## src/common/avalon_port_pkg.sv

```systemverilog
package avalon_port_pkg;

	// host side widths of the 64-bit port
	typedef logic [28:0] addr_t;
	typedef logic [63:0] data_t;
	typedef logic [7:0]  byte_en_t;

	// legal bursts run from 1 to 255
	typedef logic [7:0]  burst_t;

	// one command as seen on the host bus
	typedef struct packed {
		logic   read;
		logic   write;
		addr_t  address;
		burst_t burstcount;
	} avl_cmd_t;

	// one write beat
	typedef struct packed {
		data_t    data;
		byte_en_t byteenable;
	} avl_wbeat_t;

endpackage

```

## src/common/sdram_cmd_pkg.sv

```systemverilog
package sdram_cmd_pkg;

	// command port word, reserved zero fields left out
	typedef struct packed {
		avalon_port_pkg::burst_t burstcount;
		avalon_port_pkg::addr_t  address;
		logic                    write;
		logic                    read;
	} cmd_word_t;

	// write data port word
	typedef struct packed {
		avalon_port_pkg::byte_en_t byteenable;
		avalon_port_pkg::data_t    data;
	} wr_word_t;

	typedef logic [7:0] beat_cnt_t;

	// burst terminator states
	typedef enum logic [1:0] {
		idle,
		write_burst,
		pad_burst,
		hold
	} term_state_t;

endpackage

```

## src/design/cmd_packer.sv

```systemverilog
`timescale 1ns/1ps

module cmd_packer (
	input  logic                        clock,
	input  logic                        reset_out,
	input  logic                        cmd_valid,
	input  avalon_port_pkg::avl_cmd_t   cmd,
	input  logic                        beat_valid,
	input  avalon_port_pkg::avl_wbeat_t beat,
	output logic                        ready,
	output logic                        out_cmd_valid,
	output sdram_cmd_pkg::cmd_word_t    out_cmd,
	output logic                        out_wr_valid,
	output sdram_cmd_pkg::wr_word_t     out_wr,
	input  logic                        cmd_ready,
	input  logic                        wr_ready
);

	// free once both halves are empty or leaving this cycle
	assign ready = (~out_cmd_valid | cmd_ready) & (~out_wr_valid | wr_ready);

	always_ff @(posedge clock or posedge reset_out) begin
		if (reset_out) begin
			out_cmd_valid <= 1'b0;
			out_wr_valid  <= 1'b0;
		end else if (ready) begin
			out_cmd_valid <= cmd_valid;
			out_wr_valid  <= beat_valid;
		end else begin
			if (cmd_ready) begin
				out_cmd_valid <= 1'b0;
			end
			if (wr_ready) begin
				out_wr_valid <= 1'b0;
			end
		end
	end

	// reorder into command port layout
	always_ff @(posedge clock) begin
		if (ready && cmd_valid) begin
			out_cmd.burstcount <= cmd.burstcount;
			out_cmd.address    <= cmd.address;
			out_cmd.write      <= cmd.write;
			out_cmd.read       <= cmd.read;
		end
		if (ready && beat_valid) begin
			out_wr.byteenable <= beat.byteenable;
			out_wr.data       <= beat.data;
		end
	end

endmodule

```

## config.mk

```make
export PLATFORM = sky130hd
export DESIGN_NAME = cmd_packer
export DESIGN_NICKNAME = d
export VERILOG_FILES = /design/src/common/avalon_port_pkg.sv /design/src/common/sdram_cmd_pkg.sv /design/src/design/cmd_packer.sv
export SDC_FILE = /design/constraint.sdc
export NUM_CORES = 1
export LEC_CHECK = 0
export BUFFER_PORTS_ARGS = -buffer_cell sky130_fd_sc_hd__buf_2
export CAP_MARGIN = 30
export CORE_AREA = 8 8 98 100
export CTS_BUF_LIST = sky130_fd_sc_hd__clkbuf_16
export DETAILED_ROUTE_END_ITERATION = 12
export DIE_AREA = 0 0 106 108
export GPL_TIMING_DRIVEN = 0
export HOLD_SLACK_MARGIN = 0.08
export MAX_ROUTING_LAYER = met4
export PLACE_DENSITY = 0.82
export SLEW_MARGIN = 10
export SYNTH_ARGS = -nofsm -noshare
export SYNTH_HDL_FRONTEND = slang
export SYNTH_SLANG_ARGS = --single-unit
```

## constraint.sdc

```tcl
create_clock -name clock -period 7.8 [get_ports clock]
set_clock_uncertainty 0.1 [all_clocks]
set_input_delay 0.78 -clock clock [delete_from_list [all_inputs] [get_ports clock]]
set_output_delay 0.78 -clock clock [all_outputs]
set_load 0.05 [all_outputs]
```

==> reports/qor.yml, run 1 <==
global_routing:
  antenna_found_initial: 1
  grt_max_degree: 22
  grtUsageMet3_pct: 10.11
  grt_pass1_vias: 2459
  grt_use_total_pct: 16.35
  grt_busiest_layer: "met2"
  met1_usage_pct: 16.37
  grt_pass1_wl_um: 13350
  grt_remaining_overflow: 0
  grt_util_met2_pct: 25.02
die:
  dieArea_um2: 11450
  rows: 33
  die_w_um: 106
  core-area_um2: 8051
  start_util_pct: 43.05
  dieHeight_um: 108
  design.portCount: 231
power:
  power_w: 0.001702
  seq_power_share_pct: 42.5
  p_switching_w: 0.0004130
  sw_frac_of_total_pct: 24.26
  p_leak_nw: 2.362
  clockPowerShare_pct: 43.9
  power.internal_w: 0.001290
  power.density_nw_per_um2: 312.2
  irDropWorstVdd_uv: 221.4
  pwr-share-comb_pct: 13.6
clock_tree:
  holdBufCountCts: 0
  cts_max_path_buffers: 2
  clk_latency_ns: 0.39
  ctsRootBufferMaster: "clkbuf_16"
  clkSinkCount: 113
  cts_tree: "yes"
  post_cts_buffers: 0
  numCtsBuffers: 17
  cts.clk_slew.worst_paths_ns: 0.05
  cts_resized: 0
  h-tree-depth: 4
place:
  place_congestion: 0.7148
  hpwlAfterDp_um: 7649
  port_buffers: 230
  dp_cells: 465
timing:
  fin_crit_sh_pct: 28.69
  worst_pin_slew_ns: 0.6541
  final-hold-violation-count: 0
  grt_setup_unrepaired: "false"
  max_slew_margin_pct: 56.16
  fmax_mhz: 446.9
  slew_violations: 0
  setup_viol: 0
  tns_ns: 0
  fin_crit_ns: 2.237
detailed_routing:
  drtIter0Drc: 143
  drtPass1Iterations: 4
  drc: 0
  routed_wl_um: 9384
  vias: 2213
  ant_nets: 0
  routed_via_density: 4.471
  wire_per_inst_um: 18.96
yosys:
  synth_top_area_cell: "edfxtp_1"
  avgSynthCellArea_um2: 28.18
  synth_top_cell_area_share_pct: 96.17
  synth_cell_types: 10
  ys_warn_count: 0
  postSynth.asyncResetShare_pct: 1.770
  syn-instance-count: 123
  ys_ff_latch: 113
  synth_ff_type: "edfxtp_1"
  synth_edf_count: 111
  yosys-top-cells-count: "edfxtp_1, dfrtp_1, inv_1, nor2b_4"
  ys_top_cells_by_area: "edfxtp_1, dfrtp_1, nor2b_4"
  ys_seq_area_share_pct: 97.62
  yosysMostFrequentCell: "edfxtp_1"
  syn_nets: 240
  netlist_area_um2: 3466
cells_and_area:
  fillers: 554
  synthToLayoutAreaGrowth_pct: 57.33
  fin_cells: 495
  final_nets: 496
  drive_gt1_share_pct: 67.61
setup_path:
  arrival_ns: 1.36
  cp-start-kind: "primary input"
  path_class: "primary input to primary output"
  worstReg2RegEnd: "out_cmd[3]"
  reg2reg_depth: 5
  critical_path_required_ns: 6.92
  reg2reg_slack_ns: 5.71
  crit_path_end_kind: "primary output"
  r2r-start: "out_cmd_valid"
  startpoint: "wr_ready"
  cp_max_fo: 5
hold_path:
  hp-class: "primary input to asynchronous set/reset pin"
job:
  drv_cap: 0
run_status:
  status: "completed"
==> worst max path at each step <==
stage                        endpoint  slack, ns
final                           ready       5.56
after global routing            ready       5.53
after CTS                       ready       5.56
after detailed placement  out_cmd[38]       5.28
after global placement     out_wr[69]       2.54
after floorplan             out_wr[0]       3.57
==> cell type report <==
class	count	area [um^2]	share of cell area, %
tap	105	131.4	2.409
clock inverter	12	150.1	2.754
clock buffer	17	425.4	7.802
antenna	1	2.502	0.04589
timing repair buffer	237	1266	23.22
multi-input combinational	8	86.33	1.583
inverter	2	7.507	0.1377
sequential	113	3383	62.05
==> flip-flops by register name, summed over array words and instances, names as in the netlist <==
name	cells
out_cmd	39
out_wr	72
out_wr_valid	1
out_cmd_valid	1
==> logic make-up (layout without fill, tap and decap cells) <==
group | after synthesis | after routing | synth area share [%]
flip-flops | 113 | 113 | 97.62
AND/OR/NAND/NOR | 6 | 6 | 1.805
AO/OA/AOI/OAI | 2 | 2 | 0.3610
buffers and inverters | 2 | 268 | 0.2167
other | 0 | 1 | 0
==> placed cells by master, fill, tap and decap left out, drive strengths merged <==
master,synthesis,routed
inv,2,3
nor2b,2,2
nand2b,1,1
nor3b,1,1
nor2,1,1
bufinv,0,4
clkinv,0,7
o21ai,1,1
dfrtp,2,2
buf,0,237
edfxtp,111,111
nor3,1,1
a21o,1,1
diode,0,1
clkbuf,0,17
==> stage by stage <==
step                      util (%)  hold slack (ns)  setup slack, ns  instance area [um^2]
final                        67.72           0.1279            5.563                  5453
after global routing         67.72           0.1160            5.531                  5453
after CTS                    67.69           0.1141            5.556                  5450
after detailed placement     60.54           0.4680            5.280                  4875
after global placement       58.97           0.4439            2.540                  4748
after floorplan                  -           0.4212            3.573                  3466
==> per-layer routing <==
layer	share of wire, %	vias up	wire length, um
met3	15	9	1401
li1	-	1009	-
met5	0	-	0
met4	0.93	0	87
met2	48	174	4462
met1	37	1021	3434
==> worst max-delay path: stages <==
cell and delay, ns:
buf_2 0.11, nor2b_4 0.18, nor2_1 0.07, buf_2 0.21
==> power by group through the flow <==
stage                     Combinational, W  Sequential [W]  Clock [W]
after global routing              0.000241        0.000727   0.000789
after detailed placement          0.000234        0.000735          0
after CTS                         0.000234        0.000724   0.000763
final                             0.000231        0.000724   0.000747
after global placement            0.000217        0.000739          0
after floorplan                  0.0000204        0.000867          0
(Power assumes the default switching activity.)
==> inputs of run 2 (changes only) <==
--- a/config.mk
+++ b/config.mk
@@ -7,14 +7,14 @@
 export LEC_CHECK = 0
 export BUFFER_PORTS_ARGS = -buffer_cell sky130_fd_sc_hd__buf_2
 export CAP_MARGIN = 30
-export CORE_AREA = 8 8 98 100
+export CORE_AREA = 8 8 101 103
 export CTS_BUF_LIST = sky130_fd_sc_hd__clkbuf_16
 export DETAILED_ROUTE_END_ITERATION = 12
-export DIE_AREA = 0 0 106 108
+export DIE_AREA = 0 0 109 111
 export GPL_TIMING_DRIVEN = 0
 export HOLD_SLACK_MARGIN = 0.08
 export MAX_ROUTING_LAYER = met4
-export PLACE_DENSITY = 0.82
+export PLACE_DENSITY = 0.78
 export SLEW_MARGIN = 10
 export SYNTH_ARGS = -nofsm -noshare
 export SYNTH_HDL_FRONTEND = slang
==> constraint.sdc (replaced) <==
create_clock -name clock -period 2.2 [get_ports clock]
set_clock_uncertainty 0.1 [all_clocks]
set_input_delay 0.22 -clock clock [delete_from_list [all_inputs] [get_ports clock]]
set_output_delay 0.22 -clock clock [all_outputs]
set_load 0.05 [all_outputs]
==> run 2 against run 1 <==
The run now fails in 4_1_cts. Area after synthesis did not move. Synthesized cell count did not move.
==> reports/qor.yml, run 2 <==
run_status:
  status: "did not finish"
  failing_step: "4_1_cts"
  tool.error: "[ERROR RSZ-0060] Max buffer count reached."
yosys:
  postSynth.asyncResetShare_pct: 1.770  # unchanged
  avgSynthCellArea_um2: 28.18  # unchanged
  ys_top_cells_by_area: "edfxtp_1, dfrtp_1, nor2b_4"
  ys_ff_latch: 113  # unchanged
  syn-instance-count: 123  # unchanged
  ys_seq_area_share_pct: 97.62  # unchanged
  netlist_area_um2: 3466  # unchanged
  synth_top_area_cell: "edfxtp_1"
  synth_ff_type: "edfxtp_1"
  yosys-top-cells-count: "edfxtp_1, dfrtp_1, inv_1, nor2b_4"
  ys_warn_count: 0  # unchanged
  syn_nets: 240  # unchanged
  synth_top_cell_area_share_pct: 96.17  # unchanged
  synth_cell_types: 10  # unchanged
  yosysMostFrequentCell: "edfxtp_1"
  synth_edf_count: 111  # unchanged
die:
  die_w_um: 109  # +2.8%
  design.portCount: 231  # unchanged
  dieHeight_um: 111  # +2.8%
  rows: 34  # +3.0%
  start_util_pct: 40.53  # -2.5 points
clock_tree:
  post_cts_buffers: 1  # +1
  clkSinkCount: 113  # unchanged
  h-tree-depth: 4  # unchanged
  cts_resized: 0  # unchanged
  numCtsBuffers: 17  # unchanged
  holdBufCountCts: 101  # +101
  ctsRootBufferMaster: "clkbuf_16"
  cts_max_path_buffers: 2  # unchanged
place:
  port_buffers: 230  # unchanged
  dpl_cell_area_um2: 4847  # -0.56%
  dp_cells: 466  # +0.22%
  place_congestion: 0.7844  # +9.7%
  hpwlAfterDp_um: 8032  # +5.0%
-- run 2: logic make-up after synthesis --
family / share of synthesized area [%]
flops: 97.62
simple gates: 1.805
compound gates: 0.3610
buf+inv: 0.2167
-- run 2: stage by stage --
stage / util, % / hold slack [ns] / setup WS [ns]
3_5_place_dp: 56.69 / -0.02517 / -0.1470
3_3_place_gp: 55.74 / -0.02631 / -1.281
2_1_floorplan: - / -0.1388 / -0.9054
==> inputs of run 3 (changes only) <==
--- a/config.mk
+++ b/config.mk
@@ -7,14 +7,11 @@
 export LEC_CHECK = 0
 export BUFFER_PORTS_ARGS = -buffer_cell sky130_fd_sc_hd__buf_2
 export CAP_MARGIN = 30
-export CORE_AREA = 8 8 101 103
-export CTS_BUF_LIST = sky130_fd_sc_hd__clkbuf_16
+export CORE_AREA = 8 8 109 111
 export DETAILED_ROUTE_END_ITERATION = 12
-export DIE_AREA = 0 0 109 111
+export DIE_AREA = 0 0 117 119
 export GPL_TIMING_DRIVEN = 0
-export HOLD_SLACK_MARGIN = 0.08
-export MAX_ROUTING_LAYER = met4
-export PLACE_DENSITY = 0.78
+export PLACE_DENSITY_LB_ADDON = 0.15
 export SLEW_MARGIN = 10
 export SYNTH_ARGS = -nofsm -noshare
 export SYNTH_HDL_FRONTEND = slang
==> run 3 against run 2 <==
The flow again stops in 4_1_cts. Area after synthesis stayed put. Synthesized cell count unchanged.
==> reports/qor.yml, run 3 <==
yosys:
  synth_ff_type: "edfxtp_1"
  ys_top_cells_by_area: "edfxtp_1, dfrtp_1, nor2b_4"
  synth_top_cell_area_share_pct: 96.17  # unchanged
  ys_seq_area_share_pct: 97.62  # unchanged
  syn-instance-count: 123  # unchanged
  yosys-top-cells-count: "edfxtp_1, dfrtp_1, inv_1, nor2b_4"
  ys_ff_latch: 113  # unchanged
  netlist_area_um2: 3466  # unchanged
  synth_cell_types: 10  # unchanged
  syn_nets: 240  # unchanged
  avgSynthCellArea_um2: 28.18  # unchanged
  yosysMostFrequentCell: "edfxtp_1"
  synth_edf_count: 111  # unchanged
  postSynth.asyncResetShare_pct: 1.770  # unchanged
  synth_top_area_cell: "edfxtp_1"
  ys_warn_count: 0  # unchanged
die:
  design.portCount: 231  # unchanged
  rows: 37  # +8.8%
  start_util_pct: 34.34  # -6.2 points
  dieHeight_um: 119  # +7.2%
  die_w_um: 117  # +7.3%
run_status:
  tool.error: "[ERROR RSZ-0060] Max buffer count reached."
  failing_step: "4_1_cts"
  status: "did not finish"
place:
  hpwlAfterDp_um: 7467  # -7.0%
  dpl_cell_area_um2: 4897  # +1.0%
  port_buffers: 230  # unchanged
  place_congestion: 0.7307  # -6.8%
  dp_slack_ns: -0.1035  # +0.04346 ns
  dp_cells: 495  # +6.2%
clock_tree:
  cts_resized: 0  # unchanged
  cts_max_path_buffers: 2  # unchanged
  h-tree-depth: 4  # unchanged
  ctsRootBufferMaster: "clkbuf_8"
  clkSinkCount: 113  # unchanged
  post_cts_buffers: 1  # unchanged
  numCtsBuffers: 17  # unchanged
  holdBufCountCts: 106  # +5.0%
[run 3: kinds of logic after synthesis]
group	count (synthesis)	share of synthesized area [%]
flops	113	97.62
simple gates	6	1.805
compound gates	2	0.3610
buf+inv	2	0.2167
[run 3: metrics by stage]
| stage | TNS, ns | utilization, % | hold slack, ns |
|---|---|---|---|
| floorplan | -87.92 | - | -0.1388 |
| global placement | -145.38 | 47.57 | -0.02389 |
| detailed placement | -1.441 | 48.52 | -0.02241 |
