[config.mk]
export PLATFORM = sky130hd
export DESIGN_NAME = reset_request_sync
export DESIGN_NICKNAME = d
export VERILOG_FILES = /design/src/design/reset_request_sync.sv
export SDC_FILE = /design/constraint.sdc
export NUM_CORES = 1
export LEC_CHECK = 0
export BUFFER_PORTS_ARGS = -buffer_cell sky130_fd_sc_hd__buf_2
export CAP_MARGIN = 40
export CORE_AREA = 2 2 39 41
export DETAILED_ROUTE_END_ITERATION = 16
export DIE_AREA = 0 0 41 43
export GPL_ROUTABILITY_DRIVEN = 0
export PLACE_DENSITY = 0.38
export SLEW_MARGIN = 20
export SYNTH_ARGS = -nofsm -noshare
export SYNTH_HDL_FRONTEND = slang
export SYNTH_SLANG_ARGS = --single-unit
[constraint.sdc]
create_clock -name clock -period 2.91 [get_ports clock]
set_clock_uncertainty 0.15 [all_clocks]
set_input_delay 0.1455 -clock clock [delete_from_list [all_inputs] [get_ports clock]]
set_output_delay 0.1455 -clock clock [all_outputs]
set_load 0.005 [all_outputs]
[src/design/reset_request_sync.sv]
`timescale 1ns/1ps

module reset_request_sync #(
	parameter int INIT_HOLD_CYCLES = 16
) (
	input  logic clock,
	input  logic reset_out,
	input  logic reset_core_req,
	output logic term_req
);

	localparam int CNT_W = $clog2(INIT_HOLD_CYCLES + 2);

	logic [CNT_W-1:0] hold_cnt;
	logic             hold_active;
	logic             req_meta;

	assign hold_active = (hold_cnt != '0);

	// power-on hold, runs down once after reset
	always_ff @(posedge clock or posedge reset_out) begin
		if (reset_out) begin
			hold_cnt <= CNT_W'(INIT_HOLD_CYCLES);
		end else if (hold_active) begin
			hold_cnt <= hold_cnt - 1'b1;
		end
	end

	// two flop synchronizer, set while in reset
	always_ff @(posedge clock or posedge reset_out) begin
		if (reset_out) begin
			req_meta <= 1'b1;
			term_req <= 1'b1;
		end else begin
			req_meta <= hold_active | reset_core_req;
			term_req <= req_meta;
		end
	end

endmodule

==> results.sh, run 1 <==
export IMPL_tightest_slew_ns=0.266
export IMPL_yosysWarnings=0
export IMPL_nets=42
export IMPL_cts_buffers=3
export IMPL_ir_drop_v=0.000193
export IMPL_netlist_instances=27
export IMPL_die_area_um2=1760
export IMPL_n_antenna_cell=0
export IMPL_slew_headroom_pct=82.2
export IMPL_dieHeight_um=43
export IMPL_place_inst=46
export IMPL_yosysSeqAreaShare_pct=54.2
export IMPL_final_cell_mix="4 x inv_1, 4 x dfrtp_1, 3 x clkbuf_4, 3 x dfstp_2, 3 x buf_2"
export IMPL_syn2layout_area_growth_pct=24.6
export IMPL_grt_pass1_wl_um=924
export IMPL_dpl_cell_area_um2=365
export IMPL_cts_tree="built"
export IMPL_route_antenna_remaining_nets=0
export IMPL_hp_class="in -> async"
export IMPL_dr_pass1_iters=4
export IMPL_finalHoldViolCount=0
export IMPL_cpMaxStageDelayCell="dfrtp_1"
export IMPL_cellLeakagePower_nw=0.196
export IMPL_path_class="reg -> reg"
export IMPL_powerDensity_nw_per_um2=471
export IMPL_cts_max_path_buffers=2
export IMPL_critPathRequiredTime_ns=2.93
export IMPL_arrival_ns=1.44
export IMPL_io_pin_count=4
export IMPL_startpoint_type="register"
export IMPL_start_util_pct=23.9
export IMPL_synth_cell_types=15
export IMPL_dpl_hpwl_um=380
export IMPL_dp_worst_setup_slack_ns=1.48
export IMPL_min_period_ns=1.41
export IMPL_clock_sinks=7
export IMPL_crit_start="hold_cnt[0]"
export IMPL_cp_cell_sequence="inv_1, ha_1, nand2b_4, nor3_4, mux2i_1"
export IMPL_cap_violations=0
export IMPL_regToRegStartpoint="hold_cnt[0]"
export IMPL_clk_latency_ns=0.25
export IMPL_wirelength_um=495
export IMPL_fin_ws_ns=1.50
export IMPL_cts_htree_levels=1
export IMPL_fin_area_um2=412
export IMPL_cp_max_fo=3
export IMPL_grt_pass1_vias=218
export IMPL_report_final_slew_viol_count=0
export IMPL_cpPeakStageDelay_ns=0.40
export IMPL_vias=213
export IMPL_num_rows=14
export IMPL_synth_seq_cells=7
export IMPL_core_area_um2=1380
export IMPL_die_w_um=41
export IMPL_rsz0062_at_grt="no"
export IMPL_path_clk_slew_ns=0.05
export IMPL_antenna_found_initial=0
export IMPL_port_buffer_count=3
export IMPL_wl_per_cell_um=9.52
export IMPL_drive_gt1_share_pct=33.3
export IMPL_syn_num_nets=32
export IMPL_setup_violations=0
export IMPL_cts_root_buf="clkbuf_4"
export IMPL_track_usage_pct=8.84
export IMPL_drc=0
export IMPL_via_per_inst=4.10
export IMPL_grt_ovfl_total=0
export IMPL_status="complete, no violations"
export IMPL_fin_cells=52
export IMPL_drt_initial_drc_count=1
export IMPL_critPathCaptureType="register"
export IMPL_syn_avg_cell_area_um2=12.2
export IMPL_grt_max_degree=8
export IMPL_fmax_mhz=707
export IMPL_timing_final_crit_share_pct=48.6
export IMPL_syn_area_um2=330
export IMPL_r2r_slack_ns=1.50
export IMPL_tns_ns=0
==> layout make-up <==
cell class	count	area [um^2]
clock buffer	4	26.3
sequential	7	179
multi-input combinational	16	136
fill	152	972
timing repair buffer	5	35.0
tap	16	20.0
inverter	4	15.0
==> synthesized netlist by cell type <==
library cell	number	area, um^2
inv_1	4	15.0
mux2i_1	2	20.0
o21ai_0	2	10.0
nand2b_1	1	6.26
mux2_4	1	15.0
nand2_1	1	3.75
dfstp_2	3	78.8
ha_1	2	25.0
nor2_1	2	7.51
nand3_1	1	5.00
xnor2_1	1	8.76
nor3_1	1	5.00
dfrtp_1	4	100
nand2b_4	1	13.8
nor3_4	1	16.3
==> per-stage QoR <==
step / utilization [%] / hold WS [ns] / power [mW]
after floorplan: - / -0.203 / 0.104
after global placement: 26.4 / -0.0670 / 0.106
after detailed placement: 26.4 / -0.0678 / 0.106
after CTS: 29.7 / 0.211 / 0.199
after global routing: 29.7 / 0.212 / 0.207
final: 29.7 / 0.207 / 0.194
==> cell families after synthesis <==
group	after synthesis	synth area share, %
XOR/XNOR	1	2.65
buffers and inverters	4	4.54
flip-flops	7	54.2
adder cells (fa/ha/maj)	2	7.57
AO/OA/AOI/OAI	2	3.03
AND/OR/NAND/NOR	8	17.4
multiplexers	3	10.6
==> routing by layer <==
metal / track usage [%] / wire length [um]
met5: 0 / 0
met4: 10.0 / 8
met3: 4.71 / 22
met1: 9.70 / 231
met2: 10.6 / 233
==> power breakdown <==
part	switching [mW]	total, mW	leakage, nW	internal, mW
clock	0.0351	0.0874	0.0150	0.0523
sequential	0.000360	0.100	0.0873	0.100
combinational	0.00279	0.00635	0.0941	0.00355
==> timing repair <==
| action | CTS | global route |
|---|---|---|
| endpoints found under the hold margin | 8 | 0 |
| hold buffers | 2 | 0 |
| setup buffers | 0 | 0 |
| gates resized for setup | 0 | 0 |
==> state kept, by name (all words and copies together) (netlist names) <==
signal	count
hold_cnt	5
req_meta	1
term_req	1
==> worst max-delay path, delay by kind of cell (launching register included) <==
family,cells,cell delay [ns]
multiplexers,1,0.21
AND/OR/NAND/NOR,2,0.26
adder cells (fa/ha/maj),1,0.23
buffers and inverters,1,0.09
flip-flops,1,0.40
==> final timing paths <==
check	cells after the start	endpoint
max	5	hold_cnt[1]
min	3	hold_cnt[0]
max reg2reg	5	hold_cnt[1]
min reg2reg	0	term_req
max in group asynchronous	3	hold_cnt[4]
min in group clock	0	term_req
No activity file was read; power rests on OpenSTA's default activity.
==> run 2: changes to the inputs <==
clock period = 1.38 ns   (was 2.91 ns; I/O delays follow)
==> run 2 against run 1 <==
  * Wire length grew 17%
  * Die area is the same
  * Non-clock buffer count grew 4
==> results.sh, run 2 (synthesis gave the netlist of run 1 again) <==
export IMPL_clk_latency_ns=0.25
export IMPL_critPathRequiredTime_ns=1.41
export IMPL_cpMaxStageDelayCell="dfrtp_1"
export IMPL_pwr_share_comb_pct=3.4
export IMPL_cpPeakStageDelay_ns=0.36
export IMPL_wirelength_um=579
export IMPL_path_class="reg -> reg"
export IMPL_drc=0
export IMPL_clkPwrFrac_pct=44.6
export IMPL_antenna_found_initial=0
export IMPL_fin_area_um2=454
export IMPL_grt_pass1_vias=213
export IMPL_cts_htree_levels=1
export IMPL_final_util_pct=32.8
export IMPL_setup_violations=0
export IMPL_io_pin_count=4
export IMPL_start_util_pct=23.9
export IMPL_cellLeakagePower_nw=0.217
export IMPL_num_rows=14
export IMPL_fin_cells=56
export IMPL_r2r_slack_ns=0.02
export IMPL_die_area_um2=1760
export IMPL_hp_class="in -> async"
export IMPL_nets=46
export IMPL_dpl_cell_area_um2=373
export IMPL_power_total_mw=0.407
export IMPL_startpoint_type="register"
export IMPL_tightest_slew_ns=0.274
export IMPL_critPathCaptureType="register"
export IMPL_drive_gt1_share_pct=47.5
export IMPL_place_inst=47
export IMPL_pwr_share_seq_pct=52.1
export IMPL_largest_reg_flops=5
export IMPL_cts_buffers=3
export IMPL_reg_top3="hold_cnt x5, req_meta x1, term_req x1"
export IMPL_cpLargestDelayFamily="flip-flops"
export IMPL_timing_final_crit_share_pct=98.8
export IMPL_fillers=139
export IMPL_seq_area_um2=179
export IMPL_dieHeight_um=43
export IMPL_path_clk_slew_ns=0.05
export IMPL_vias=221
export IMPL_n_antenna_cell=0
export IMPL_die_w_um=41
export IMPL_report_final_slew_viol_count=0
export IMPL_intPower_mw=0.329
export IMPL_powerDensity_nw_per_um2=896
export IMPL_fin_ws_ns=0.0171
export IMPL_core_area_um2=1380
export IMPL_finalHoldViolCount=0
export IMPL_grt_max_degree=8
export IMPL_dr_pass1_iters=1
export IMPL_via_per_inst=3.95
export IMPL_cts_root_buf="clkbuf_4"
export IMPL_switchingPower_mw=0.0781
export IMPL_largest_register="hold_cnt"
export IMPL_rsz0062_at_grt="yes"
export IMPL_cts_tree="built"
export IMPL_dp_worst_setup_slack_ns=0.000462
export IMPL_grt_pass1_wl_um=883
export IMPL_sw_frac_of_total_pct=19.2
export IMPL_route_antenna_remaining_nets=0
export IMPL_port_buffer_count=3
export IMPL_hold_worst_slack_ns=0.146
export IMPL_cts_max_path_buffers=2
export IMPL_grt_ovfl_total=0
export IMPL_clock_sinks=7
export IMPL_drt_initial_drc_count=0
export IMPL_ir_drop_v=0.000362
export IMPL_arrival_ns=1.39
export IMPL_cp_cell_sequence="inv_2, buf_4, ha_1, nand2_1, mux2_4"
export IMPL_track_usage_pct=8.22
export IMPL_status="complete, no violations"
export IMPL_slew_headroom_pct=81.7
export IMPL_multi_input_area_um2=149
export IMPL_cp_max_fo=3
export IMPL_crit_buf_inv=2
export IMPL_final_cell_mix="4 x dfrtp_1, 4 x buf_4, 3 x clkbuf_4, 3 x dfstp_2, 3 x buf_2"
export IMPL_tns_ns=0
export IMPL_syn2layout_area_growth_pct=37.5
export IMPL_cap_violations=0
export IMPL_fmax_mhz=734
export IMPL_dpl_hpwl_um=401
export IMPL_wl_per_cell_um=10.3
export IMPL_min_period_ns=1.36
[run 2: worst register-to-register path: cells and delay by family (launching register included)]
kind / cells / cell delay, ns
buffers and inverters: 2 / 0.19
AND/OR/NAND/NOR: 1 / 0.09
flip-flops: 1 / 0.36
adder cells (fa/ha/maj): 1 / 0.20
multiplexers: 1 / 0.29
[run 2: worst paths after layout]
path                        startpoint           to  cells after the start
min reg2reg                   req_meta     term_req                      0
max                        hold_cnt[1]  hold_cnt[4]                      5
min in group clock            req_meta     term_req                      0
max reg2reg                hold_cnt[1]  hold_cnt[4]                      5
max in group asynchronous    reset_out     req_meta                      3
min                          reset_out  hold_cnt[2]                      3
[run 2: power groups by stage]
stage,clock [mW],combinational (mW),sequential (mW)
after CTS,0.190,0.0144,0.212
after detailed placement,0,0.0100,0.215
after floorplan,0,0.00418,0.215
final,0.181,0.0137,0.212
after global placement,0,0.00944,0.215
after global routing,0.209,0.0159,0.212
[run 2: repair_timing]
item | 4_1_cts | 5_1_grt
resized for setup | 1 | 3
hold buffers | 2 | 0
hold endpoints to repair | 8 | 0
setup buffers | 0 | 3
pin swaps | 0 | 3
setup endpoints to repair | 1 | 2
[run 2: area by class of cell]
| type | instances | area share, % |
|---|---|---|
| multi-input combinational | 16 | 32.8 |
| inverter | 4 | 3.31 |
| timing repair buffer | 9 | 14.3 |
| tap | 16 | 4.41 |
| clock buffer | 4 | 5.79 |
| sequential | 7 | 39.4 |
[run 2: per-layer routing]
metal	wire (um)	vias to the layer above	GRT usage [%]
li1	-	111	-
met1	208	103	9.97
met2	319	5	10.3
met3	38	2	6.28
met4	12	0	4.00
met5	0	-	0
==> run 3: changes to the inputs <==
==> constraint.sdc (replaced) <==
create_clock -name clock -period 1.38 [get_ports clock]
set_clock_uncertainty 0.15 [all_clocks]
set_input_delay 0.207 -clock clock [delete_from_list [all_inputs] [get_ports clock]]
set_output_delay 0.207 -clock clock [all_outputs]
set_load 0.005 [all_outputs]
==> run 3 against run 2 <==
  * Cell count decreased by 1.8%
  * Wire length increased by 0.52%
  * Hold slack worse by 0.13 ns
  * Register-to-register slack got worse by 0.02 ns
  * Fmax down 1.2%
  * Critical endpoint unchanged
  * Largest cell class unchanged
  * Largest power group unchanged
  * Highest routed layer unchanged
==> results.sh, run 3 (synthesis gave the netlist of run 1 again) <==
export IMPL_status="complete, no violations"
export IMPL_num_rows=14
export IMPL_cpPeakStageDelay_ns=0.39
export IMPL_timing_final_crit_share_pct=99.9
export IMPL_antenna_found_initial=0
export IMPL_grt_max_degree=8
export IMPL_grt_ovfl_total=0
export IMPL_globalRouteMet1Util_pct=9.63
export IMPL_grt_pass1_vias=208
export IMPL_final_util_pct=32.1
export IMPL_cp_cell_sequence="inv_2, buf_4, ha_1, nand2_1, mux2_4"
export IMPL_hp_class="in -> reg"
export IMPL_io_pin_count=4
export IMPL_reg_top3="hold_cnt x5, req_meta x1, term_req x1"
export IMPL_wl_per_cell_um=10.6
export IMPL_cap_violations=0
export IMPL_vias=217
export IMPL_use_met3_pct=6.28
export IMPL_start_util_pct=23.9
export IMPL_rsz0062_at_grt="yes"
export IMPL_port_buffer_count=3
export IMPL_track_usage_pct=8.11
export IMPL_cts_buffers=3
export IMPL_critPathCaptureType="register"
export IMPL_arrival_ns=1.41
export IMPL_via_per_inst=3.95
export IMPL_route_antenna_remaining_nets=0
export IMPL_powerDensity_nw_per_um2=914
export IMPL_path_clk_slew_ns=0.05
export IMPL_drive_gt1_share_pct=48.7
export IMPL_n_antenna_cell=0
export IMPL_setup_violations=0
export IMPL_cts_max_path_buffers=2
export IMPL_cts_htree_levels=1
export IMPL_tightest_slew_ns=0.269
export IMPL_cts_tree="built"
export IMPL_largest_reg_flops=5
export IMPL_syn2layout_area_growth_pct=34.5
export IMPL_hold_worst_slack_ns=0.0111
export IMPL_nets=45
export IMPL_dp_worst_setup_slack_ns=0.000462
export IMPL_power_total_mw=0.406
export IMPL_critPathRequiredTime_ns=1.41
export IMPL_fin_ws_ns=0.00103
export IMPL_die_w_um=41
export IMPL_dieHeight_um=43
export IMPL_dpl_hpwl_um=401
export IMPL_clock_sinks=7
export IMPL_cp_max_fo=3
export IMPL_slew_headroom_pct=82.0
export IMPL_global_route_usage_met2_pct=10.3
export IMPL_largest_register="hold_cnt"
export IMPL_cpMaxStageDelayCell="dfrtp_1"
export IMPL_cpLargestDelayFamily="flip-flops"
export IMPL_dr_pass1_iters=2
export IMPL_crit_buf_inv=2
export IMPL_cellLeakagePower_nw=0.213
export IMPL_grt_pass1_wl_um=869
export IMPL_finalHoldViolCount=0
export IMPL_report_final_slew_viol_count=0
export IMPL_clk_latency_ns=0.25
export IMPL_final_cell_mix="4 x dfrtp_1, 4 x buf_4, 3 x clkbuf_4, 3 x dfstp_2, 3 x buf_2"
export IMPL_grt_busiest_layer="met2"
export IMPL_drc=0
export IMPL_min_period_ns=1.38
export IMPL_drt_initial_drc_count=1
export IMPL_fmax_mhz=725
export IMPL_ir_drop_v=0.000362
export IMPL_core_area_um2=1380
export IMPL_wirelength_um=582
export IMPL_path_class="reg -> reg"
export IMPL_cts_root_buf="clkbuf_4"
export IMPL_die_area_um2=1760
export IMPL_startpoint_type="register"
[run 3: final timing paths]
| kind | start | endpoint | slack (ns) | cells after the start |
|---|---|---|---|---|
| setup reg to reg | hold_cnt[1] | hold_cnt[4] | 0.001 | 5 |
| hold / removal | reset_core_req | req_meta | 0.01 | 2 |
| setup / recovery | hold_cnt[1] | hold_cnt[4] | 0.001 | 5 |
| hold reg to reg | req_meta | term_req | 0.21 | 0 |
| min in group asynchronous | reset_out | hold_cnt[2] | 0.28 | 3 |
| max in group asynchronous | reset_out | req_meta | 0.53 | 3 |
[run 3: cell type report]
| type | instances | area (um^2) |
|---|---|---|
| fill | 140 | 940 |
| multi-input combinational | 16 | 149 |
| tap | 16 | 20.0 |
| sequential | 7 | 179 |
| inverter | 4 | 15.0 |
| timing repair buffer | 8 | 55.1 |
| clock buffer | 4 | 26.3 |
[run 3: per-layer routing]
metal  vias up  routed length, um  share of wire, %
li1        109                  -                 -
met1       101                236                41
met4         0                 12               2.1
met3         2                 38               6.5
met2         5                295                51
met5         -                  0                 0
[run 3: timing repair]
action,CTS,global route
gates resized for setup,1,3
pin swaps,0,3
buffers inserted,0,3
hold buffers,1,0
setup endpoints to repair,1,2
endpoints found under the hold margin,7,0
[run 3: stage by stage]
| stage | area, um^2 | instances | TNS, ns |
|---|---|---|---|
| 6_report | 444 | 55 | 0 |
| 5_1_grt | 444 | 55 | -0.111 |
| 4_1_cts | 412 | 52 | 0 |
| 3_5_place_dp | 373 | 47 | 0 |
| 3_3_place_gp | 373 | 47 | 0 |
| 2_1_floorplan | 330 | 27 | 0 |
[run 3: power by group]
group	total [mW]	internal, mW	switching [mW]	leakage, nW
logic	0.0115	0.00568	0.00585	0.111
clock network	0.183	0.110	0.0724	0.0150
registers	0.212	0.211	0.000723	0.0873
total	0.406	0.327	0.0790	0.213
