### config.mk
export PLATFORM = sky130hd
export DESIGN_NAME = safe_terminator
export DESIGN_NICKNAME = d
export VERILOG_FILES = /design/src/common/avalon_port_pkg.sv /design/src/common/sdram_cmd_pkg.sv /design/src/terminator/burst_tracker.sv /design/src/terminator/safe_terminator.sv
export SDC_FILE = /design/constraint.sdc
export NUM_CORES = 1
export LEC_CHECK = 0
export BUFFER_PORTS_ARGS = -buffer_cell sky130_fd_sc_hd__buf_4
export CAP_MARGIN = 20
export CELL_PAD_IN_SITES_DETAIL_PLACEMENT = 0
export CELL_PAD_IN_SITES_GLOBAL_PLACEMENT = 2
export CORE_MARGIN = 5
export CORE_UTILIZATION = 14
export CTS_CLUSTER_SIZE = 24
export DETAILED_ROUTE_END_ITERATION = 8
export GPL_TIMING_DRIVEN = 0
export PLACE_DENSITY_LB_ADDON = 0.2
export RECOVER_POWER = 50
export SYNTH_ARGS = -nofsm -noshare
export SYNTH_HDL_FRONTEND = slang
export SYNTH_HIERARCHICAL = 1
export SYNTH_SLANG_ARGS = --single-unit
### constraint.sdc
create_clock -name clock -period 4.6 [get_ports clock]
set_input_delay 0.46 -clock clock [delete_from_list [all_inputs] [get_ports clock]]
set_output_delay 0.46 -clock clock [all_outputs]
set_load 0.01 [all_outputs]
### src/common/avalon_port_pkg.sv
package avalon_port_pkg;

	// host side widths of the 64-bit port
	typedef logic [28:0] addr_t;
	typedef logic [63:0] data_t;
	typedef logic [7:0]  byte_en_t;

	// legal bursts run from 1 to 255
	typedef logic [7:0]  burst_t;

	// one command as seen on the host bus
	typedef struct packed {
		logic   read;
		logic   write;
		addr_t  address;
		burst_t burstcount;
	} avl_cmd_t;

	// one write beat
	typedef struct packed {
		data_t    data;
		byte_en_t byteenable;
	} avl_wbeat_t;

endpackage

### src/common/sdram_cmd_pkg.sv
package sdram_cmd_pkg;

	// command port word, reserved zero fields left out
	typedef struct packed {
		avalon_port_pkg::burst_t burstcount;
		avalon_port_pkg::addr_t  address;
		logic                    write;
		logic                    read;
	} cmd_word_t;

	// write data port word
	typedef struct packed {
		avalon_port_pkg::byte_en_t byteenable;
		avalon_port_pkg::data_t    data;
	} wr_word_t;

	typedef logic [7:0] beat_cnt_t;

	// burst terminator states
	typedef enum logic [1:0] {
		idle,
		write_burst,
		pad_burst,
		hold
	} term_state_t;

endpackage

### src/terminator/burst_tracker.sv
`timescale 1ns/1ps

module burst_tracker (
	input  logic                     clock,
	input  logic                     reset_out,
	input  logic                     cmd_fire,
	input  logic                     beat_fire,
	input  avalon_port_pkg::burst_t  burstcount,
	input  logic                     is_write,
	output sdram_cmd_pkg::beat_cnt_t write_left
);

	sdram_cmd_pkg::beat_cnt_t load_value;

	// the command transfer of a write also carries its first beat
	assign load_value = sdram_cmd_pkg::beat_cnt_t'(burstcount) -
		sdram_cmd_pkg::beat_cnt_t'(beat_fire);

	always_ff @(posedge clock or posedge reset_out) begin
		if (reset_out) begin
			write_left <= '0;
		end else if (cmd_fire && is_write) begin
			write_left <= load_value;
		end else if (beat_fire && (write_left != '0)) begin
			write_left <= write_left - 1'b1;
		end
	end

endmodule

### src/terminator/safe_terminator.sv
`timescale 1ns/1ps

module safe_terminator (
	input  logic                        clock,
	input  logic                        reset_out,
	input  logic                        term_req,
	input  avalon_port_pkg::addr_t      address,
	input  avalon_port_pkg::burst_t     burstcount,
	input  logic                        read,
	input  logic                        write,
	input  avalon_port_pkg::data_t      writedata,
	input  avalon_port_pkg::byte_en_t   byteenable,
	output logic                        waitrequest,
	input  logic                        readdatavalid,
	output logic                        cmd_valid,
	output avalon_port_pkg::avl_cmd_t   cmd,
	output logic                        beat_valid,
	output avalon_port_pkg::avl_wbeat_t beat,
	input  logic                        ready
);

	sdram_cmd_pkg::term_state_t state;
	sdram_cmd_pkg::term_state_t state_next;
	sdram_cmd_pkg::beat_cnt_t   write_left;
	logic                       cmd_fire;
	logic                       beat_fire;
	logic                       last_beat;

	assign cmd_fire  = cmd_valid & ready;
	assign beat_fire = beat_valid & ready;
	assign last_beat = beat_fire && (write_left == 8'd1);

	burst_tracker u_tracker (
		.clock(clock),
		.reset_out(reset_out),
		.cmd_fire(cmd_fire),
		.beat_fire(beat_fire),
		.burstcount(burstcount),
		.is_write(write),
		.write_left(write_left)
	);

	// command fields always follow the host
	assign cmd.read       = read;
	assign cmd.write      = write;
	assign cmd.address    = address;
	assign cmd.burstcount = burstcount;

	////////////////////////////////////////////////////////////////////////////
	// host handshake per state
	////////////////////////////////////////////////////////////////////////////

	always_comb begin
		cmd_valid       = 1'b0;
		beat_valid      = 1'b0;
		beat.data       = writedata;
		beat.byteenable = byteenable;
		waitrequest     = 1'b1;
		case (state)
			sdram_cmd_pkg::idle: begin
				cmd_valid   = (read | write) & ~term_req;
				beat_valid  = write & ~term_req;
				waitrequest = term_req | ~ready;
			end
			sdram_cmd_pkg::write_burst: begin
				beat_valid  = write & ~term_req;
				waitrequest = term_req | ~ready;
			end
			sdram_cmd_pkg::pad_burst: begin
				// host is stalled, finish the burst with empty beats
				beat_valid      = 1'b1;
				beat.data       = '0;
				beat.byteenable = '0;
			end
			default: begin
			end
		endcase
	end

	always_comb begin
		state_next = state;
		case (state)
			sdram_cmd_pkg::idle: begin
				if (term_req) begin
					state_next = sdram_cmd_pkg::hold;
				end else if (cmd_fire && write && (burstcount > 8'd1)) begin
					state_next = sdram_cmd_pkg::write_burst;
				end
			end
			sdram_cmd_pkg::write_burst: begin
				if (term_req) begin
					state_next = sdram_cmd_pkg::pad_burst;
				end else if (last_beat) begin
					state_next = sdram_cmd_pkg::idle;
				end
			end
			sdram_cmd_pkg::pad_burst: begin
				if (last_beat) begin
					state_next = sdram_cmd_pkg::hold;
				end
			end
			default: begin
				// let a returning read finish before taking commands again
				if (!term_req && !readdatavalid) begin
					state_next = sdram_cmd_pkg::idle;
				end
			end
		endcase
	end

	always_ff @(posedge clock or posedge reset_out) begin
		if (reset_out) begin
			state <= sdram_cmd_pkg::hold;
		end else begin
			state <= state_next;
		end
	end

endmodule

==> run summary, run 1 <==
status = completed
post-cts sizing count = 0
vias in the first global route = 2056
Simple-Gate Fraction of Synth Area = 0.408
initial core utilization = 0.144
Rows = 39
slew margin rel. = 0.514
1st-iter DRT viols = 24
pre-CTS setup slack = 1.72 ns
clk sinks = 10
reg2reg setup slack = 1.72 ns
VDD IR max = 0.132 mV
Worst Path Buf+Inv = 1
Cell Chain, Critical Path = or2b_1 -> clkbuf_1 -> a21oi_1 -> or4b_4 -> nor3b_1 -> mux2i_1 -> mux2i_1
worst-margin pin slew = 0.710 ns
die span in x = 119 um
Area Overhead vs Synth = 94.7%
setup TNS = 0 ns
Synth Net Count = 332
Final min period = 2.88 ns
TritonCTS clock tree = done
share of post-route cells with drive strength above 1 = 0.492
main combinational cell family by area after synthesis = simple AND/OR/NAND/NOR gates
leakage power = 1.64 nW
CP top delay family = simple AND/OR/NAND/NOR gates
CTS Hold Bufs = 0
commonest non-fill, non-tap cell in the layout = buf_4
period utilization = 0.625
commonest non-fill, non-tap cells in the layout = buf_4 (192), and2_1 (65), clkbuf_1 (55)
Crit. End Element = flop
maxcap violations = 0
crit path launch type = flop
largest net degree at the start of global routing = 11
# DRC = 0
most used cell, CP = mux2i_1
syn avg cell area = 7.90 um2
CP Max Fanout = 10
HP Class = input port to asynchronous set/reset pin
Post-Syn Area = 0.00167 mm2
Core Footprint = 0.0116 mm2
initial antenna violation count = 1
Port Buffers = 200
die height = 119 um
Setup Fix Bufs, Post-CTS = 0
slowest stage delay, CP = 0.61 ns
Power Density = 360 mW/mm2
yosys warns = 6
final hold vios = 0
Via-to-Cell Ratio = 3.74
post-DP HPWL = 7.78 mm
Detailed Routing Iterations Pass 1 = 4
Post-Synthesis Cells = 211
Crit-path slowest cell = dfstp_1
Top FF cell, synth = dfrtp_1
CTS Buf Count = 3
Antenna Nets Post-Route = 0
first-pass GRT wire length = 12.3 mm
clk slew on worst S/H paths = 0.04 ns
number of synthesized flops with an enable pin = 0
Max Fclk = 348 MHz
Final nets = 537
Distinct cells, synth = 36
worst-skew pair later-pin latency = 0.24 ns
RSZ-0062 raised after global routing = false
CP Class = flop to flop
global-route usage over all layers = 0.109
setup ws final = 1.72 ns
skew final = 0.00258 ns
Avg WL per Cell = 15.2 um
Longest Clk Path Bufs = 2
Yosys reg bits = 10
die area = 0.0142 mm2
WL final = 8.52 mm
Final setup viols = 0
Synth Area in Compound Gates = 0.0923
clk root buf = clkbuf_16
XOR/XNOR share of the synthesized area = 0.0473
GPL Wtd Cong = 0.761
Seq/Total Area, Yosys = 0.152
WP data arrival = 2.98 ns
Slew Viols, Final = 0
htree depth = 1
num ports = 230
total grt overflow = 0
fraction of registers with async set/reset = 1.00
post-synthesis mux area share = 0.0495
critical path required time = 4.70 ns
Post-Synth Adder-Cell Area = 0.0375
Vias = 2091
## final timing paths
| path | start | end | cells past startpoint |
|---|---|---|---|
| worst max-delay path | state[1] | u_tracker/write_left[7] | 7 |
| worst min-delay path | reset_out | u_tracker/write_left[0] | 2 |
| worst max register to register | state[1] | u_tracker/write_left[7] | 7 |
| worst min register to register | state[1] | state[1] | 1 |
| max in group asynchronous | reset_out | u_tracker/write_left[4] | 2 |
| min in group clock | term_req | state[1] | 2 |
## layer usage
metal	vias to the layer above	part of all wire	track usage
met5	-	0	0
met4	0	0.0072	0.0290
met2	120	0.54	0.213
li1	1056	-	-
met3	5	0.11	0.0284
met1	910	0.35	0.115
## sequential cells by signal, indices dropped and copies added, names as in the netlist
register	cells
u_tracker/write_left	8
state	2
## layout make-up
class,instances,area (um2)
well taps,143,179
multi-input cells,145,1040
fillers,1295,8320
plain buffers,48,327
clock buffers,4,88.8
repair buffers,200,1330
inverters,8,30.0
diodes,1,2.50
flip-flops and latches,10,253
## synthesized netlist by cell type, types with 2 or more instances
library cell / instances / area share
ha_1: 5 / 0.038
inv_1: 8 / 0.018
xnor2_1: 4 / 0.021
mux2i_1: 6 / 0.036
dfstp_2: 2 / 0.032
nor2_1: 8 / 0.018
clkbuf_1: 9 / 0.020
nor3b_1: 3 / 0.014
xor2_1: 5 / 0.026
buf_4: 39 / 0.18
a211oi_1: 2 / 0.0090
and2_1: 73 / 0.27
dfrtp_1: 8 / 0.12
nor4_1: 4 / 0.015
a2111oi_4: 2 / 0.033
a21oi_1: 9 / 0.027
nand2_1: 5 / 0.011
## cell families (layout without fill, tap and decap cells)
| kind of cell | after synthesis | count (layout) |
|---|---|---|
| AOI/OAI and AO/OA | 18 | 18 |
| and+or+nand+nor | 106 | 106 |
| other | 0 | 1 |
| xor gates and xnor gates | 9 | 9 |
| adders and majority gates | 5 | 5 |
| muxes | 7 | 7 |
| DFF | 10 | 10 |
| buffers and inverters | 56 | 260 |
## stage by stage
step | total power [mW] | area [um2] | cells | util | hold slack (ns)
2_1_floorplan | 0.619 | 1670 | 211 | - | 0.276
3_3_place_gp | 1.06 | 3350 | 554 | 0.290 | 0.441
3_5_place_dp | 1.05 | 3350 | 554 | 0.290 | 0.444
4_1_cts | 1.23 | 3440 | 558 | 0.297 | 0.189
5_1_grt | 1.27 | 3250 | 559 | 0.281 | 0.220
6_report | 1.17 | 3250 | 559 | 0.281 | 0.183
## power by group
| group | internal [mW] | total, mW | switching, mW |
|---|---|---|---|
| clock | 0.131 | 0.171 | 0.0400 |
| combinational | 0.415 | 0.798 | 0.384 |
| sequential | 0.131 | 0.202 | 0.0714 |
| total | 0.676 | 1.17 | 0.495 |
(Power assumes the default switching activity.)
==> run 2, diff against run 1 <==
--- a/config.mk
+++ b/config.mk
@@ -10,7 +10,7 @@
 export CELL_PAD_IN_SITES_DETAIL_PLACEMENT = 0
 export CELL_PAD_IN_SITES_GLOBAL_PLACEMENT = 2
 export CORE_MARGIN = 5
-export CORE_UTILIZATION = 14
+export CORE_UTILIZATION = 13
 export CTS_CLUSTER_SIZE = 24
 export DETAILED_ROUTE_END_ITERATION = 8
 export GPL_TIMING_DRIVEN = 0
==> constraint.sdc (replaced) <==
create_clock -name clock -period 3 [get_ports clock]
set_input_delay 0.3 -clock clock [delete_from_list [all_inputs] [get_ports clock]]
set_output_delay 0.3 -clock clock [all_outputs]
set_load 0.01 [all_outputs]
==> run summary, run 2 (synthesized netlist as in run 1, its figures left out) <==
clk sinks = 10 (unchanged)
setup TNS = 0 ns (unchanged)
Avg WL per Cell = 14.3 um (-6.3%)
TritonCTS clock tree = done
share of post-route cells with drive strength above 1 = 0.494 (+0.00241)
routing usage on met3 = 0.0229 (-0.00556)
CP Class = flop to flop
initial antenna violation count = 0 (-1)
total grt overflow = 0 (unchanged)
Regs by FF count = u_tracker/write_left: 8 flops, state: 2 flops
Final min period = 2.67 ns (-0.207 ns)
HP Class = input port to asynchronous set/reset pin
worst-skew pair later-pin latency = 0.24 ns (about the same)
WP data arrival = 2.77 ns (-0.21 ns)
# DRC = 0 (unchanged)
setup ws final = 0.331 ns (-1.39 ns)
CTS Hold Bufs = 0 (unchanged)
Power Density = 543 mW/mm2 (+51%)
R2R Path Start = state[1]
CP Max Fanout = 10 (unchanged)
die area = 0.0152 mm2 (+7.0%)
Final nets = 537 (unchanged)
maxcap violations = 0 (unchanged)
slew margin rel. = 0.524 (+0.00923)
die height = 123 um (+3.5%)
Max Fclk = 375 MHz (+7.8%)
Slew Viols, Final = 0 (unchanged)
Via-to-Cell Ratio = 3.58 (-4.3%)
Cell Chain, Critical Path = or2b_1 -> clkbuf_1 -> a21oi_2 -> or4b_4 -> a2111oi_4 -> xnor2_1 -> mux2i_1
worst-margin pin slew = 0.697 ns (-0.0135 ns)
CTS Buf Count = 3 (unchanged)
Tot Pwr = 1.78 mW (+52%)
Reg with most FFs = u_tracker/write_left
clk root buf = clkbuf_16
leakage power = 1.64 nW (-0.10%)
Rows = 41 (+5.1%)
num ports = 230 (unchanged)
initial core utilization = 0.132 (-0.0121)
Longest Clk Path Bufs = 2 (unchanged)
met1 Usage GRT = 0.0960 (-0.0187)
critical path required time = 3.10 ns (-1.60 ns)
VDD IR max = 0.177 mV (+33%)
WL final = 8.39 mm (-1.6%)
first-pass GRT wire length = 11.4 mm (-7.7%)
crit path launch type = flop
CP top delay family = simple AND/OR/NAND/NOR gates
die span in x = 123 um (+3.5%)
status = completed
Antenna Nets Post-Route = 0 (unchanged)
Hold WS = 0.0208 ns (-0.163 ns)
GPL Wtd Cong = 0.780 (+2.5%)
post-DP HPWL = 7.70 mm (-0.97%)
GR Util met2 = 0.199 (-0.0135)
period utilization = 0.890 (+0.264)
pre-CTS setup slack = 0.134 ns (-1.59 ns)
clk slew on worst S/H paths = 0.04 ns (about the same)
htree depth = 1 (unchanged)
Crit. End Element = flop
Port Buffers = 200 (unchanged)
commonest non-fill, non-tap cells in the layout = buf_4 (191), and2_1 (66), clkbuf_1 (56)
commonest non-fill, non-tap cell in the layout = buf_4
global-route usage over all layers = 0.0972 (-0.0121)
Core Footprint = 0.0126 mm2 (+9.1%)
Area Overhead vs Synth = 96.8%
Worst Path Buf+Inv = 1 (unchanged)
slowest stage delay, CP = 0.58 ns (-0.03 ns)
largest net degree at the start of global routing = 11 (unchanged)
GR peak layer = met2
max reg flops = 8 (unchanged)
final hold vios = 0 (unchanged)
n_diodes = 0 (-1)
vias in the first global route = 2000 (-2.7%)
Vias = 2102 (+0.53%)
1st-iter DRT viols = 48 (+100%)
RSZ-0062 raised after global routing = false
Final setup viols = 0 (unchanged)
Detailed Routing Iterations Pass 1 = 4 (unchanged)
Setup crit start = state[1]
Crit-path slowest cell = dfstp_2
skew final = 0.00287 ns (+0.000299 ns)
## run 2: power breakdown
group | switching, mW | leakage (nW) | total (mW) | internal [mW]
Sequential | 0.107 | 0.117 | 0.308 | 0.201
Clock | 0.0611 | 0.0442 | 0.261 | 0.200
Combinational | 0.579 | 1.48 | 1.21 | 0.633
Total | 0.746 | 1.64 | 1.78 | 1.03
## run 2: metal layers
layer	share of wire	vias to the layer above	wire [um]
li1	-	1056	-
met1	0.34	909	2820
met2	0.53	130	4450
met3	0.12	7	1010
met4	0.012	0	98
met5	0	-	0
## run 2: per-stage QoR
stage / utilization / std cells / cell area (um2)
after global routing: 0.260 / 587 / 3280
after CTS: 0.275 / 587 / 3470
after global placement: 0.268 / 583 / 3380
final: 0.260 / 587 / 3280
after floorplan: - / 211 / 1670
after detailed placement: 0.268 / 583 / 3380
## run 2: worst paths after layout
kind	end	slack (ns)	depth (start not counted)
hold / removal	u_tracker/write_left[0]	0.02	2
max in group asynchronous	u_tracker/write_left[2]	2.75	2
setup reg to reg	u_tracker/write_left[5]	0.33	7
min in group clock	state[1]	0.32	2
hold reg to reg	state[1]	0.55	1
setup / recovery	u_tracker/write_left[5]	0.33	7
## run 2: layout make-up
type,instances,area (um2)
buffer,48,327
clock buffer,4,88.8
fill,1459,9340
inverter,8,30.0
multi-input combinational,145,1040
sequential,10,253
tap,172,215
timing repair buffer,200,1330
## run 2: what timing repair did
action                                  4_1_cts  5_1_grt
endpoints found under the setup margin        0        2
resized for setup                             0        1
buffers inserted                              0        0
==> run 3, diff against run 2 <==
--- a/config.mk
+++ b/config.mk
@@ -7,12 +7,13 @@
 export LEC_CHECK = 0
 export BUFFER_PORTS_ARGS = -buffer_cell sky130_fd_sc_hd__buf_4
 export CAP_MARGIN = 20
-export CELL_PAD_IN_SITES_DETAIL_PLACEMENT = 0
-export CELL_PAD_IN_SITES_GLOBAL_PLACEMENT = 2
+export CELL_PAD_IN_SITES_DETAIL_PLACEMENT = 1
+export CELL_PAD_IN_SITES_GLOBAL_PLACEMENT = 1
 export CORE_MARGIN = 5
-export CORE_UTILIZATION = 13
+export CORE_UTILIZATION = 19
 export CTS_CLUSTER_SIZE = 24
 export DETAILED_ROUTE_END_ITERATION = 8
+export GPL_ROUTABILITY_DRIVEN = 0
 export GPL_TIMING_DRIVEN = 0
 export PLACE_DENSITY_LB_ADDON = 0.2
 export RECOVER_POWER = 50
==> run summary, run 3 (synthesized netlist as in run 1, its figures left out) <==
worst-margin pin slew = 0.818 ns (+0.121 ns)
Core Footprint = 0.00864 mm2 (-32%)
worst-skew pair later-pin latency = 0.23 ns (about the same)
FILL cells = 1097 (-25%)
R2R Path Start = state[1]
RSZ-0062 raised after global routing = false
die span in x = 104 um (-16%)
Reg with most FFs = u_tracker/write_left
slew margin rel. = 0.441 (-0.0827)
Layout Cells excl Fill = 523 (-11%)
clk slew on worst S/H paths = 0.05 ns (about the same)
global-route usage over all layers = 0.147 (+0.0500)
share of power burned in registers = 0.183 (+0.010)
VDD IR max = 0.165 mV (-6.6%)
setup TNS = 0 ns (unchanged)
initial antenna violation count = 0 (unchanged)
placed instance count = 519 (-11%)
# DRC = 0 (unchanged)
largest net degree at the start of global routing = 11 (unchanged)
clk root buf = clkbuf_8
Setup Fix Bufs, Post-CTS = 0 (unchanged)
P_sw = 752 uW (+0.79%)
status = completed
Crit. End Element = flop
Antenna Nets Post-Route = 0 (unchanged)
Hold WS = 0.0224 ns (+0.00168 ns)
initial core utilization = 0.193 (+0.0610)
Vias = 2095 (-0.33%)
Slew Viols, Final = 0 (unchanged)
Avg WL per Cell = 16.3 um (+14%)
post-cts sizing count = 0 (unchanged)
Port Buffers = 200 (unchanged)
skew final = 0.00265 ns (-0.000221 ns)
reg2reg setup slack = 0.21 ns (-0.12 ns)
die area = 0.0108 mm2 (-29%)
Final setup viols = 0 (unchanged)
Sw Ratio = 0.441 (+0.0219)
n_diodes = 0 (unchanged)
vias in the first global route = 2215 (+11%)
Regs by FF count = u_tracker/write_left: 8 flops, state: 2 flops
Area Overhead vs Synth = 90.4%
Max Fclk = 359 MHz (-4.2%)
CP Class = flop to flop
Detailed Routing Iterations Pass 1 = 4 (unchanged)
fin util = 0.368 (+0.108)
TritonCTS clock tree = done
num ports = 230 (unchanged)
commonest non-fill, non-tap cells in the layout = buf_4 (193), and2_1 (64), clkbuf_1 (54)
clock power share = 0.096 (-0.051)
WL final = 8.50 mm (+1.4%)
P_int = 954 uW (-7.8%)
pre-CTS setup slack = 0.0524 ns (-0.0812 ns)
Rows = 34 (-17%)
setup ws final = 0.214 ns (-0.117 ns)
1st-iter DRT viols = 26 (-46%)
total grt overflow = 0 (unchanged)
critical path required time = 3.10 ns (about the same)
CP Max Fanout = 10 (unchanged)
Power Density = 537 mW/mm2 (-1.0%)
leakage power = 1.63 nW (-0.55%)
Final min period = 2.79 ns (+0.117 ns)
HP Class = input port to asynchronous set/reset pin
worst reg2reg endpoint = u_tracker/write_left[7]
commonest non-fill, non-tap cell in the layout = buf_4
clk sinks = 10 (unchanged)
share of post-route cells with drive strength above 1 = 0.499 (+0.00482)
Longest Clk Path Bufs = 2 (unchanged)
crit path launch type = flop
final hold vios = 0 (unchanged)
CTS Hold Bufs = 0 (unchanged)
die height = 104 um (-16%)
max reg flops = 8 (unchanged)
period utilization = 0.929 (+0.0390)
CTS Buf Count = 3 (unchanged)
Final nets = 537 (unchanged)
maxcap violations = 0 (unchanged)
WP data arrival = 2.88 ns (+0.11 ns)
combinational power share = 0.721 (+0.041)
htree depth = 1 (unchanged)
Worst R2R Path Depth = 7 (unchanged)
post-DP HPWL = 7.70 mm (about the same)
first-pass GRT wire length = 12.9 mm (+14%)
Via-to-Cell Ratio = 4.01 (+12%)
run 3: cell types whose count changed in the layout (fill, tap and decap cells not counted), sizes merged:
cell    delta
buf        +2
clkbuf     -2
run 3: worst max path at each step:
stage | slack [ns] | cells past startpoint | start | end
after floorplan | 0.48 | 7 | state[1] | u_tracker/write_left[5]
after global placement | 0.14 | 7 | state[1] | u_tracker/write_left[7]
after detailed placement | 0.05 | 7 | state[1] | u_tracker/write_left[7]
after CTS | 0.03 | 7 | state[1] | u_tracker/write_left[7]
after global routing | 0.04 | 7 | state[1] | u_tracker/write_left[7]
final | 0.21 | 7 | state[1] | u_tracker/write_left[7]
run 3: critical path, cell delays in order, from the launching register on:
cell      delay, ns
dfstp_2        0.58
or2b_1         0.27
clkbuf_1       0.22
a21oi_2        0.33
or4b_4         0.56
nor3b_1        0.28
mux2i_1        0.29
mux2i_1        0.11
run 3: per-layer routing:
layer / global-route usage / vias to the layer above / part of all wire
li1: - / 1054 / -
met1: 0.173 / 941 / 0.40
met2: 0.276 / 98 / 0.53
met3: 0.0330 / 2 / 0.065
met4: 0.0222 / 0 / 0.0025
met5: 0 / - / 0
run 3: power groups by stage:
stage	clock, mW	sequential [mW]	combinational, mW
2_1_floorplan	0	0.288	0.661
3_3_place_gp	0	0.309	1.28
3_5_place_dp	0	0.314	1.30
4_1_cts	0.171	0.313	1.31
5_1_grt	0.178	0.320	1.35
6_report	0.164	0.312	1.23
run 3: final cells by class:
class	instances	area (um2)	area share
Tap cell	108	135	0.0426
Inverter	8	30.0	0.00946
Multi-Input combinational cell	145	1040	0.329
Clock buffer	4	55.1	0.0173
Sequential cell	10	253	0.0796
Buffer	48	327	0.103
Timing Repair Buffer	200	1330	0.420
run 3: through the flow:
stage          power, mW  area [um2]
2_1_floorplan      0.949        1670
3_3_place_gp        1.59        3300
3_5_place_dp        1.61        3300
4_1_cts             1.79        3360
5_1_grt             1.85        3180
6_report            1.71        3180
